**config.mk**
```make
export PLATFORM = sky130hd
export DESIGN_NAME = lda_top
export DESIGN_NICKNAME = d
export VERILOG_FILES = /design/src/design/lda_pkg.sv /design/src/design/lda_cmd_fifo.sv /design/src/design/lda_control.sv /design/src/design/lda_datapath.sv /design/src/design/lda_top.sv
export SDC_FILE = /design/constraint.sdc
export NUM_CORES = 1
export LEC_CHECK = 0
export BUFFER_PORTS_ARGS = -buffer_cell sky130_fd_sc_hd__buf_2
export CORE_MARGIN = 4
export CORE_UTILIZATION = 46
export CTS_BUF_LIST = sky130_fd_sc_hd__clkbuf_8 sky130_fd_sc_hd__clkbuf_16
export CTS_CLUSTER_SIZE = 30
export DETAILED_ROUTE_END_ITERATION = 12
export PLACE_DENSITY_LB_ADDON = 0.1
export SLEW_MARGIN = 0
export SYNTH_ARGS = -nofsm -noshare
export SYNTH_HDL_FRONTEND = slang
export SYNTH_SLANG_ARGS = --single-unit
```
**constraint.sdc**
```tcl
create_clock -name i_clk -period 8.3 [get_ports i_clk]
set_clock_uncertainty 0.05 [all_clocks]
set_input_delay 1.245 -clock i_clk [delete_from_list [all_inputs] [get_ports i_clk]]
set_output_delay 1.245 -clock i_clk [all_outputs]
set_load 0.05 [all_outputs]
```
**src/design/lda_pkg.sv**
```systemverilog
package lda_pkg;

  // screen coordinates, 320x240 style raster
  // x needs 9 bits
  typedef logic [8:0] coord_x_t;
  // y needs 8 bits
  typedef logic [7:0] coord_y_t;

  // 3-bit rgb color
  typedef logic [2:0] color_t;

  // signed working width inside the datapath
  // one bit wider than x so deltas, error and steps fit
  typedef logic signed [9:0] acc_t;

  // one line command as queued by the source
  // both endpoints are drawn
  typedef struct packed {
    coord_x_t x0;
    coord_x_t x1;
    coord_y_t y0;
    coord_y_t y1;
    color_t   color;
  } line_cmd_t;

  // one pixel toward the frame-buffer writer
  typedef struct packed {
    coord_x_t x;
    coord_y_t y;
    color_t   color;
  } pixel_t;

endpackage

```
**src/design/lda_cmd_fifo.sv**
```systemverilog
module lda_cmd_fifo import lda_pkg::*; #(
  parameter int CMD_DEPTH = 4
) (
  input  logic      i_clk,
  input  logic      i_reset,
  // write side, source holds a credit for every write
  input  logic      i_wr,
  input  line_cmd_t i_wr_cmd,
  // pop from control
  input  logic      i_pop,
  output line_cmd_t o_head,
  output logic      o_not_empty,
  // one pulse per popped command
  output logic      o_cmd_credit
);

  localparam int PTR_W = $clog2(CMD_DEPTH);
  localparam int CNT_W = $clog2(CMD_DEPTH + 1);

  // command storage
  line_cmd_t mem [CMD_DEPTH];

  logic [PTR_W-1:0] wr_ptr;
  logic [PTR_W-1:0] rd_ptr;
  // occupancy, never above CMD_DEPTH thanks to credits
  logic [CNT_W-1:0] count;
  logic             do_pop;

  // wrap at CMD_DEPTH, depth need not be a power of two
  function automatic logic [PTR_W-1:0] next_ptr(input logic [PTR_W-1:0] ptr);
    next_ptr = (ptr == PTR_W'(CMD_DEPTH - 1)) ? '0 : ptr + 1'b1;
  endfunction

  assign o_not_empty  = (count != '0);
  assign do_pop       = i_pop && o_not_empty;
  // credit goes back in the cycle of the pop
  assign o_cmd_credit = do_pop;
  assign o_head       = mem[rd_ptr];

  // storage, no full check needed
  always_ff @(posedge i_clk) begin
    if (i_wr) begin
      mem[wr_ptr] <= i_wr_cmd;
    end
  end

  always_ff @(posedge i_clk or posedge i_reset) begin
    if (i_reset) begin
      wr_ptr <= '0;
      rd_ptr <= '0;
      count  <= '0;
    end else begin
      if (i_wr) begin
        wr_ptr <= next_ptr(wr_ptr);
      end
      if (do_pop) begin
        rd_ptr <= next_ptr(rd_ptr);
      end
      // write and pop together leave occupancy as is
      case ({i_wr, do_pop})
        2'b10:   count <= count + 1'b1;
        2'b01:   count <= count - 1'b1;
        default: count <= count;
      endcase
    end
  end

endmodule

```
**src/design/lda_control.sv**
```systemverilog
module lda_control #(
  parameter int PIX_CREDITS = 4
) (
  input  logic i_clk,
  input  logic i_reset,
  // from the queue
  input  logic i_not_empty,
  // from the datapath
  input  logic i_keep_drawing,
  // returned by the sink, one per consumed pixel
  input  logic i_pix_credit,
  // pop, also the datapath load strobe
  output logic o_pop,
  // advance the datapath one pixel
  output logic o_step,
  output logic o_pix_valid
);

  localparam int CNT_W = $clog2(PIX_CREDITS + 1);

  typedef enum logic {
    S_IDLE,
    S_DRAW
  } state_t;

  state_t state;
  state_t state_nxt;

  // pixels the sink can still take
  logic [CNT_W-1:0] pix_credits;
  logic             has_credit;

  assign has_credit = (pix_credits != '0);

  // pop as soon as a command waits
  assign o_pop       = (state == S_IDLE) && i_not_empty;
  // the pixel is presented only with credit in hand
  assign o_pix_valid = (state == S_DRAW) && has_credit;
  // last pixel needs no step
  assign o_step      = o_pix_valid && i_keep_drawing;

  always_comb begin
    state_nxt = state;
    case (state)
      S_IDLE: begin
        if (i_not_empty) begin
          state_nxt = S_DRAW;
        end
      end
      S_DRAW: begin
        // endpoint sent, next command may be popped
        if (o_pix_valid && !i_keep_drawing) begin
          state_nxt = S_IDLE;
        end
      end
      default: begin
        state_nxt = S_IDLE;
      end
    endcase
  end

  always_ff @(posedge i_clk or posedge i_reset) begin
    if (i_reset) begin
      state <= S_IDLE;
    end else begin
      state <= state_nxt;
    end
  end

  // up/down credit counter
  // a return and a spend in one cycle cancel
  always_ff @(posedge i_clk or posedge i_reset) begin
    if (i_reset) begin
      pix_credits <= CNT_W'(PIX_CREDITS);
    end else begin
      case ({i_pix_credit, o_pix_valid})
        2'b10:   pix_credits <= pix_credits + 1'b1;
        2'b01:   pix_credits <= pix_credits - 1'b1;
        default: pix_credits <= pix_credits;
      endcase
    end
  end

endmodule

```
**src/design/lda_datapath.sv**
```systemverilog
module lda_datapath import lda_pkg::*; (
  input  logic      i_clk,
  input  logic      i_reset,
  // head command from the queue
  input  line_cmd_t i_cmd,
  // from control
  input  logic      i_ld_initial,
  input  logic      i_step,
  // current pixel
  output coord_x_t  o_x,
  output coord_y_t  o_y,
  output color_t    o_color,
  // to control
  output logic      o_keep_drawing
);

  // endpoints widened to the signed working width
  acc_t ax0;
  acc_t ax1;
  acc_t ay0;
  acc_t ay1;
  // absolute deltas of the incoming command
  acc_t abs_dx;
  acc_t abs_dy;
  logic x_fwd;
  logic y_fwd;
  logic w_steep;

  // registered line state
  // major axis is x, or y when steep
  logic steep;
  logic major_neg;
  acc_t d_major;
  acc_t d_minor;
  acc_t major_step;
  acc_t minor_step;
  acc_t endpoint;
  acc_t err;
  acc_t major;
  acc_t minor;
  color_t color;

  // error update terms
  acc_t err_diff;
  logic err_neg;

  // octant setup from the head command
  always_comb begin
    ax0     = {1'b0, i_cmd.x0};
    ax1     = {1'b0, i_cmd.x1};
    ay0     = {2'b00, i_cmd.y0};
    ay1     = {2'b00, i_cmd.y1};
    x_fwd   = (ax1 >= ax0);
    y_fwd   = (ay1 >= ay0);
    abs_dx  = x_fwd ? (ax1 - ax0) : (ax0 - ax1);
    abs_dy  = y_fwd ? (ay1 - ay0) : (ay0 - ay1);
    // steep lines walk along y
    w_steep = (abs_dy > abs_dx);
  end

  // error minus minor delta, sign decides the minor step
  assign err_diff = err - d_minor;
  assign err_neg  = (err_diff < acc_t'(0));

  // still short of the endpoint in the walking direction
  assign o_keep_drawing = major_neg ? (major > endpoint) : (major < endpoint);

  // swap back for steep lines
  assign o_x     = steep ? minor[8:0] : major[8:0];
  assign o_y     = steep ? major[7:0] : minor[7:0];
  assign o_color = color;

  // octant registers, fixed for the whole line
  always_ff @(posedge i_clk or posedge i_reset) begin
    if (i_reset) begin
      steep      <= 1'b0;
      major_neg  <= 1'b0;
      d_major    <= '0;
      d_minor    <= '0;
      major_step <= '0;
      minor_step <= '0;
      endpoint   <= '0;
    end else if (i_ld_initial) begin
      steep      <= w_steep;
      major_neg  <= w_steep ? !y_fwd : !x_fwd;
      d_major    <= w_steep ? abs_dy : abs_dx;
      d_minor    <= w_steep ? abs_dx : abs_dy;
      major_step <= (w_steep ? y_fwd : x_fwd) ? acc_t'(1) : acc_t'(-1);
      minor_step <= (w_steep ? x_fwd : y_fwd) ? acc_t'(1) : acc_t'(-1);
      endpoint   <= w_steep ? ay1 : ax1;
    end
  end

  // error term and coordinates, updated together on a step
  always_ff @(posedge i_clk or posedge i_reset) begin
    if (i_reset) begin
      err   <= '0;
      major <= '0;
      minor <= '0;
    end else if (i_ld_initial) begin
      // start at half the major delta
      err   <= (w_steep ? abs_dy : abs_dx) >>> 1;
      major <= w_steep ? ay0 : ax0;
      minor <= w_steep ? ax0 : ay0;
    end else if (i_step) begin
      major <= major + major_step;
      if (err_neg) begin
        minor <= minor + minor_step;
        err   <= err_diff + d_major;
      end else begin
        err   <= err_diff;
      end
    end
  end

  // color rides along with the line
  always_ff @(posedge i_clk) begin
    if (i_ld_initial) begin
      color <= i_cmd.color;
    end
  end

endmodule

```
**src/design/lda_top.sv**
```systemverilog
module lda_top import lda_pkg::*; #(
  parameter int CMD_DEPTH   = 4,
  parameter int PIX_CREDITS = 4
) (
  input  logic      i_clk,
  input  logic      i_reset,
  // command side, credit based
  input  logic      i_cmd_valid,
  input  line_cmd_t i_cmd,
  output logic      o_cmd_credit,
  // pixel side, credit based
  output logic      o_pix_valid,
  output pixel_t    o_pix,
  input  logic      i_pix_credit
);

  // queue to control and datapath
  line_cmd_t head_cmd;
  logic      not_empty;
  // control strobes
  logic      pop;
  logic      step;
  // datapath results
  logic      keep_drawing;
  coord_x_t  pix_x;
  coord_y_t  pix_y;
  color_t    pix_color;

  // pixel bus from datapath coordinates and loaded color
  assign o_pix = '{x: pix_x, y: pix_y, color: pix_color};

  lda_cmd_fifo #(
    .CMD_DEPTH (CMD_DEPTH)
  ) u_fifo (
    .i_clk        (i_clk),
    .i_reset      (i_reset),
    .i_wr         (i_cmd_valid),
    .i_wr_cmd     (i_cmd),
    .i_pop        (pop),
    .o_head       (head_cmd),
    .o_not_empty  (not_empty),
    .o_cmd_credit (o_cmd_credit)
  );

  lda_control #(
    .PIX_CREDITS (PIX_CREDITS)
  ) u_control (
    .i_clk          (i_clk),
    .i_reset        (i_reset),
    .i_not_empty    (not_empty),
    .i_keep_drawing (keep_drawing),
    .i_pix_credit   (i_pix_credit),
    .o_pop          (pop),
    .o_step         (step),
    .o_pix_valid    (o_pix_valid)
  );

  // pop doubles as the load strobe
  lda_datapath u_datapath (
    .i_clk          (i_clk),
    .i_reset        (i_reset),
    .i_cmd          (head_cmd),
    .i_ld_initial   (pop),
    .i_step         (step),
    .o_x            (pix_x),
    .o_y            (pix_y),
    .o_color        (pix_color),
    .o_keep_drawing (keep_drawing)
  );

endmodule

```
==> results of run 1 <==
## logic make-up (layout without fill, tap and decap cells)
kind of cell	Yosys count	after routing
adder cells (fa/ha/maj)	105	105
buffers and inverters	131	214
multiplexers	93	93
AND/OR/NAND/NOR	212	212
AO/OA/AOI/OAI	253	253
flip-flops	224	224
XOR/XNOR	46	46
## sequential cells by signal (all words and copies together) (netlist names)
signal                 flops
u_fifo.mem               148
u_datapath.d_major        10
u_datapath.d_minor        10
u_datapath.err            10
u_datapath.major          10
u_datapath.endpoint        9
u_datapath.minor           9
u_control.pix_credits      3
u_datapath.o_color         3
u_fifo.count               3
u_datapath.minor_step      2
u_fifo.rd_ptr              2
u_fifo.wr_ptr              2
u_control.state            1
u_datapath.major_step      1
u_datapath.steep           1
## through the flow
step / std cells / area, µm²
after floorplan: 1064 / 12800
after global placement: 1473 / 13500
after detailed placement: 1473 / 13500
after CTS: 1519 / 14300
after global routing: 1519 / 14300
final: 1519 / 14300
## worst max-delay path, delay by kind of cell, from the launching register on
kind	cells	cell delay (ns)
xor gates and xnor gates	1	0.18
muxes	2	0.94
buffers and inverters	2	0.48
DFF	1	0.78
adders and majority gates	2	0.63
AOI/OAI and AO/OA	7	2.06
and+or+nand+nor	4	1.53
## metal layers
| metal | GRT usage (%) | up-vias |
|---|---|---|
| met5 | 0 | - |
| met4 | 5.27 | 0 |
| met3 | 3.25 | 46 |
| met2 | 31.6 | 178 |
| met1 | 29.3 | 4142 |
| li1 | - | 4070 |
## cell usage in the layout, fill, tap and decap left out, types with 5 or more instances in the layout
master                      count
sky130_fd_sc_hd__a211oi_1      11
sky130_fd_sc_hd__a21o_1        25
sky130_fd_sc_hd__a21oi_1       66
sky130_fd_sc_hd__a221oi_1       5
sky130_fd_sc_hd__a31oi_1       13
sky130_fd_sc_hd__and3_1         7
sky130_fd_sc_hd__buf_2         62
sky130_fd_sc_hd__buf_4         14
sky130_fd_sc_hd__clkbuf_16     25
sky130_fd_sc_hd__clkinv_1       5
sky130_fd_sc_hd__dfrtp_1       71
sky130_fd_sc_hd__edfxtp_1     151
sky130_fd_sc_hd__fa_1          10
sky130_fd_sc_hd__ha_1          95
sky130_fd_sc_hd__inv_1         94
sky130_fd_sc_hd__mux2_2        26
sky130_fd_sc_hd__mux2i_1       29
sky130_fd_sc_hd__mux4_2        37
sky130_fd_sc_hd__nand2_1       67
sky130_fd_sc_hd__nand2b_1       9
sky130_fd_sc_hd__nand3_1        9
sky130_fd_sc_hd__nor2_1        64
sky130_fd_sc_hd__nor2b_1        7
sky130_fd_sc_hd__nor3_1        14
sky130_fd_sc_hd__o211ai_1      15
sky130_fd_sc_hd__o21a_1         7
sky130_fd_sc_hd__o21ai_0       49
sky130_fd_sc_hd__o21ai_1       10
sky130_fd_sc_hd__o21bai_1       5
sky130_fd_sc_hd__o31a_1         6
sky130_fd_sc_hd__or2_2          6
sky130_fd_sc_hd__or3_1          8
sky130_fd_sc_hd__xnor2_1       27
sky130_fd_sc_hd__xor2_1        16
## how the worst min path moves through the flow
stage / to / slack, ns / cells past startpoint
2_1_floorplan: u_datapath.endpoint[1] / 0.40 / 2
3_3_place_gp: u_datapath.endpoint[3] / 0.41 / 2
3_5_place_dp: u_datapath.d_major[5] / 0.42 / 2
4_1_cts: u_datapath.d_major[5] / 0.44 / 2
5_1_grt: u_datapath.d_major[5] / 0.45 / 2
6_report: u_datapath.endpoint[6] / 0.43 / 2
## area by class of cell
class / count / area (µm²) / share of cell area [%]
Timing Repair Buffer: 76 / 415 / 2.90
Sequential cell: 224 / 6360 / 44.4
Tap cell: 372 / 465 / 3.25
Inverter: 92 / 345 / 2.41
Clock buffer: 27 / 653 / 4.56
Clock inverter: 19 / 156 / 1.09
Multi-Input combinational cell: 709 / 5920 / 41.4
==> summary.txt, run 1 <==
=================================================================================================================
Drt first pass iters                                                                                            5
Floorplan die height                                                                                       175 µm
Horizontal die dimension                                                                                   175 µm
Layout Area Growth over Synthesis                                                                           12.1%
Status                                                                                               complete, no violations
Post-CTS repair timing setup buffer count                                                                       0
Post-synthesis mux area share                                                                               11.2%
# port buffers                                                                                                 62
Clock transition at path regs                                                                             0.06 ns
Detail Route met3 WL                                                                                      1290 µm
Number of inserted filler cells in the final layout                                                          2370
Root Buffer Master                                                                                   sky130_fd_sc_hd__clkbuf_16
Post-synthesis compound-gate area fraction                                                                  13.0%
Post-detailed-placement half-perimeter wirelength                                                        22600 µm
ANT cells                                                                                                       0
Std-Cell Rows                                                                                                  60
Arithmetic-cell share of the synthesized area counting full adders, half adders and majority gates          10.9%
DR DRC count                                                                                                    0
Final wirelength                                                                                         30600 µm
Maximum number of pins on one net before global-route repair                                                   71
Count of endpoints failing setup in the final report                                                            0
Dominant combinational cell family by area after synthesis                                           compound AO/OA/AOI/OAI gates
Clock period minus worst slack                                                                            6.79 ns
Metal1 wirelength                                                                                        14700 µm
First-pass GRT wire length                                                                               48400 µm
RR Endpoint                                                                                          u_datapath.err[2]
Worst Hold Slack                                                                                         0.428 ns
Routed vias                                                                                                  8436
Worst slack after detailed placement                                                                      1.53 ns
Last element of the critical path                                                                    u_datapath.err[2]
Met2 WL post-DR                                                                                          13800 µm
Sinks on the clock net                                                                                        224
Ranking of synthesized cells by area                                                                 sky130_fd_sc_hd__edfxtp_1 (35%), sky130_fd_sc_hd__dfrtp_1 (14%), sky130_fd_sc_hd__ha_1 (9.3%)
Reg2Reg Depth                                                                                                  18
H-tree levels                                                                                                   1
Share of async-settable or async-resettable flops after synthesis                                           32.6%
Count of different cell masters after synthesis                                                                74
Post-synth top cells                                                                                 sky130_fd_sc_hd__edfxtp_1 (151), sky130_fd_sc_hd__ha_1 (95), sky130_fd_sc_hd__inv_1 (92)
Average instance area after synthesis                                                                    12.0 µm²
Area share of and/or/nand/nor cells after synthesis                                                         7.80%
CTS tree                                                                                                    built
Startpoint of the worst hold path                                                                    u_datapath.endpoint[6]
CP Cell Sequence                                                                                     buf_4 -> mux4_2 -> inv_1 -> ha_1 -> and4_1 -> a211o_1 -> o31ai_4 -> mux2i_1 -> xnor2_2 -> ha_1 -> a211o_1 -> or3_1 -> o21ai_1 -> o211ai_1 -> nand2_1 -> nor2_1 -> a2bb2o_2 -> o31a_1
Antenna violations before repair                                                                                0
Count of hold buffers inserted by post-cts repair                                                               0
Starting Density                                                                                            47.1%
Overflow after GRT                                                                                              0
Source of the critical timing path                                                                   u_fifo.rd_ptr[0]
Minimum setup slack in the final design                                                                   1.51 ns
Net count after synthesis                                                                                    1210
Required time at the worst-slack endpoint                                                                 8.66 ns
Average via count per standard cell                                                                          5.55
R2R Path Start                                                                                       u_fifo.rd_ptr[0]
Global placer's final weighted congestion                                                                   0.967
Worst-case headroom to the max-slew limit                                                                   33.3%
Highest metal used                                                                                           met4
Placeable Area                                                                                          27100 µm²
Global router's overall resource usage                                                                      20.1%
Detailed router's first-iteration violation count                                                             536
Clock buffers created by TritonCTS                                                                             25
Reg-to-reg setup timing slack                                                                             1.51 ns
Number of global-route vias before repair                                                                    8403
Instance count of the mapped netlist                                                                         1064
Element type at the critical path start                                                                 flip-flop
Leading cell type by number of instances after synthesis                                             sky130_fd_sc_hd__edfxtp_1
Commonest register cell after synthesis                                                              sky130_fd_sc_hd__edfxtp_1
RSZ-0062 raised after global routing                                                                        false
Worst path slowest cell                                                                              sky130_fd_sc_hd__dfrtp_2
Area of the mapped netlist                                                                              12800 µm²
Clk Latency, worst-skew pair                                                                              0.53 ns
Number of synthesized register bits                                                                           224
Area of the die                                                                                         30500 µm²
Final hold violation count                                                                                      0
Transition at the pin with the smallest max-transition slack                                             0.998 ns
Proportion of netlist area held by the largest area contributor                                             35.5%
Synthesized-area fraction occupied by xor and xnor cells                                                    3.33%
Total negative setup slack                                                                                   0 ns
Number of placed I/O pins                                                                                      63
Worst endpoint data arrival time                                                                          7.15 ns
Largest incremental delay on the critical path                                                            0.78 ns
Critical path start-end classification                                                               flip-flop to flip-flop
Hold Path Class                                                                                      flip-flop to flip-flop
Max FO, Critical Path                                                                                          26
Share of the core filled with cells                                                                         52.8%
Library cell with the largest summed area after synthesis                                            sky130_fd_sc_hd__edfxtp_1
Sequential fraction of the synthesis area                                                                   49.8%
Number of resized instances in the post-cts repair step                                                         0
Antenna-violating nets left                                                                                     0
Achievable clock frequency                                                                              0.147 GHz
Max-cap violations                                                                                              0
Max clock buf depth                                                                                             3
Share of cells above drive strength 1                                                                       18.6%
Post-synth EDFFs                                                                                              151
Synth warnings                                                                                                  0
Worst setup EP type                                                                                     flip-flop
Portion of the clock cycle consumed by the worst path in the final layout                                   81.8%
Final #Nets                                                                                                  1274
Slew Viols, Final                                                                                               0
Routed length per placed instance                                                                         20.1 µm
=================================================================================================================
Power of run 1 is not shown: default switching activity piles up to over one toggle a cycle in this logic, so the estimate is an artifact.
==> run 2: changes to the inputs <==
Clock period 8.3 ns to 5.87 ns, I/O delays scaled along.
==> summary.txt, run 2 (same netlist as run 1, synthesis figures left out) <==
========================================================================================
Worst-case headroom to the max-slew limit                                          31.1%
Drt first pass iters                                                                   5
Transition at the pin with the smallest max-transition slack                     1.03 ns
Share of cells above drive strength 1                                              21.0%
Final wirelength                                                                31100 µm
Routed vias                                                                         8476
Number of global-route vias before repair                                           8652
Final #Nets                                                                         1309
Largest incremental delay on the critical path                                   0.58 ns
Count of hold buffers inserted by post-cts repair                                      0
Clock buffers created by TritonCTS                                                    24
Critical path start-end classification                                      flip-flop to flip-flop
Overflow after GRT                                                                     0
Starting Density                                                                   47.1%
Area of the die                                                                30500 µm²
H-tree levels                                                                          1
Clock period minus worst slack                                                   5.64 ns
Most common library cell in the layout ignoring fill and taps               sky130_fd_sc_hd__edfxtp_1
Maximum number of pins on one net before global-route repair                          70
Commonest non-fill, non-tap cells in the layout                             sky130_fd_sc_hd__edfxtp_1 (151), sky130_fd_sc_hd__inv_1 (96), sky130_fd_sc_hd__ha_1 (95)
Number of standard cells in the final layout excluding fillers                      1552
Worst path slowest cell                                                     sky130_fd_sc_hd__mux4_2
Slew Viols, Final                                                                      0
Worst slack after detailed placement                                           0.0710 ns
Max reg flops                                                                        148
Max FO, Critical Path                                                                 21
Antenna-violating nets left                                                            0
Global router's overall resource usage                                             20.3%
Max clock buf depth                                                                    3
Max-cap violations                                                                     0
Placeable Area                                                                 27100 µm²
Clk Latency, worst-skew pair                                                     0.54 ns
Bufs and invs on worst path                                                            4
Horizontal die dimension                                                          175 µm
Floorplan die height                                                              175 µm
Number of placed I/O pins                                                             63
CP delay by family, top                                                     compound AO/OA/AOI/OAI gates
Antenna violations before repair                                                       2
Status                                                                      complete, no violations
Post-detailed-placement half-perimeter wirelength                               23100 µm
# port buffers                                                                        62
CP Cell Sequence                                                            buf_12 -> mux4_2 -> inv_1 -> ha_1 -> and4_1 -> a211o_1 -> o31ai_4 -> buf_4 -> mux2i_1 -> xnor2_2 -> ha_1 -> a211o_1 -> or3_1 -> o21ai_1 -> o211a_2 -> nor2_4 -> buf_12 -> a211oi_1 -> a21oi_1
Total negative setup slack                                                          0 ns
Detailed router's first-iteration violation count                                    572
Worst Hold Slack                                                                0.332 ns
Element type at the critical path start                                        flip-flop
Count of endpoints failing setup in the final report                                   0
First-pass GRT wire length                                                      49300 µm
Hold Path Class                                                             primary input to async pin
Placed Cells                                                                        1498
Global placer's final weighted congestion                                          0.934
Required time at the worst-slack endpoint                                        6.20 ns
Layout Area Growth over Synthesis                                                  13.9%
Minimum setup slack in the final design                                         0.230 ns
Routed length per placed instance                                                20.0 µm
Std-Cell Rows                                                                         60
Sinks on the clock net                                                               224
Root Buffer Master                                                          sky130_fd_sc_hd__clkbuf_16
Worst setup EP type                                                            flip-flop
Achievable clock frequency                                                     0.177 GHz
Final hold violation count                                                             0
RSZ-0062 raised after global routing                                                true
Most flop-heavy register                                                      u_fifo.mem
Clock transition at path regs                                                    0.06 ns
CTS tree                                                                           built
DR DRC count                                                                           0
Portion of the clock cycle consumed by the worst path in the final layout          96.1%
Average via count per standard cell                                                 5.46
Worst endpoint data arrival time                                                 5.97 ns
========================================================================================
run 2: final timing paths:
kind,cells after the start,startpoint,slack (ns),endpoint
max in group asynchronous,3,i_reset,4.28,u_fifo.rd_ptr[0]
setup reg to reg,19,u_fifo.rd_ptr[0],0.23,u_datapath.major[2]
hold / removal,2,i_reset,0.33,u_fifo.wr_ptr[1]
setup / recovery,19,u_fifo.rd_ptr[0],0.23,u_datapath.major[2]
min in group i_clk,2,u_datapath.endpoint[7],0.44,u_datapath.endpoint[7]
hold reg to reg,2,u_datapath.endpoint[7],0.44,u_datapath.endpoint[7]
run 2: per-stage QoR:
stage          area, µm²  util, %
2_1_floorplan      12800        -
3_3_place_gp       13700     50.7
3_5_place_dp       13700     50.7
4_1_cts            14500     53.3
5_1_grt            14600     53.7
6_report           14600     53.7
run 2: layout make-up:
| type | instances | area (µm²) |
|---|---|---|
| Fill cell | 2356 | 12500 |
| Multi-Input combinational cell | 709 | 5930 |
| Sequential cell | 224 | 6360 |
| Timing Repair Buffer | 112 | 727 |
| Clock inverter | 17 | 106 |
| Inverter | 92 | 345 |
| Tap cell | 372 | 465 |
| Clock buffer | 25 | 614 |
| Antenna cell | 1 | 2.50 |
run 2: worst reg2reg max path: stages (launching register included):
cell and delay [ns]:
sky130_fd_sc_hd__dfrtp_2 0.49, sky130_fd_sc_hd__buf_12 0.20, sky130_fd_sc_hd__mux4_2 0.59, sky130_fd_sc_hd__inv_1 0.12, sky130_fd_sc_hd__ha_1 0.25, sky130_fd_sc_hd__and4_1 0.24, sky130_fd_sc_hd__a211o_1 0.33, sky130_fd_sc_hd__o31ai_4 0.39
sky130_fd_sc_hd__buf_4 0.18, sky130_fd_sc_hd__mux2i_1 0.28, sky130_fd_sc_hd__xnor2_2 0.18, sky130_fd_sc_hd__ha_1 0.30, sky130_fd_sc_hd__a211o_1 0.28, sky130_fd_sc_hd__or3_1 0.31, sky130_fd_sc_hd__o21ai_1 0.17, sky130_fd_sc_hd__o211a_2 0.31
sky130_fd_sc_hd__nor2_4 0.12, sky130_fd_sc_hd__buf_12 0.17, sky130_fd_sc_hd__a211oi_1 0.45, sky130_fd_sc_hd__a21oi_1 0.09
run 2: metal layers:
metal	part of all wire (%)	up-vias	track usage, %	routed length (µm)
met3	3.4	65	2.73	1070
met5	0.042	-	0	13
li1	-	4126	-	-
met2	47	174	33.3	14500
met4	3.9	2	6.84	1210
met1	46	4109	28.2	14300
run 2: what timing repair did:
action | CTS | global route
gates resized for setup | 0 | 5
setup buffers | 0 | 11
setup endpoints to repair | 0 | 43
Power of run 2 is left out for the same reason.
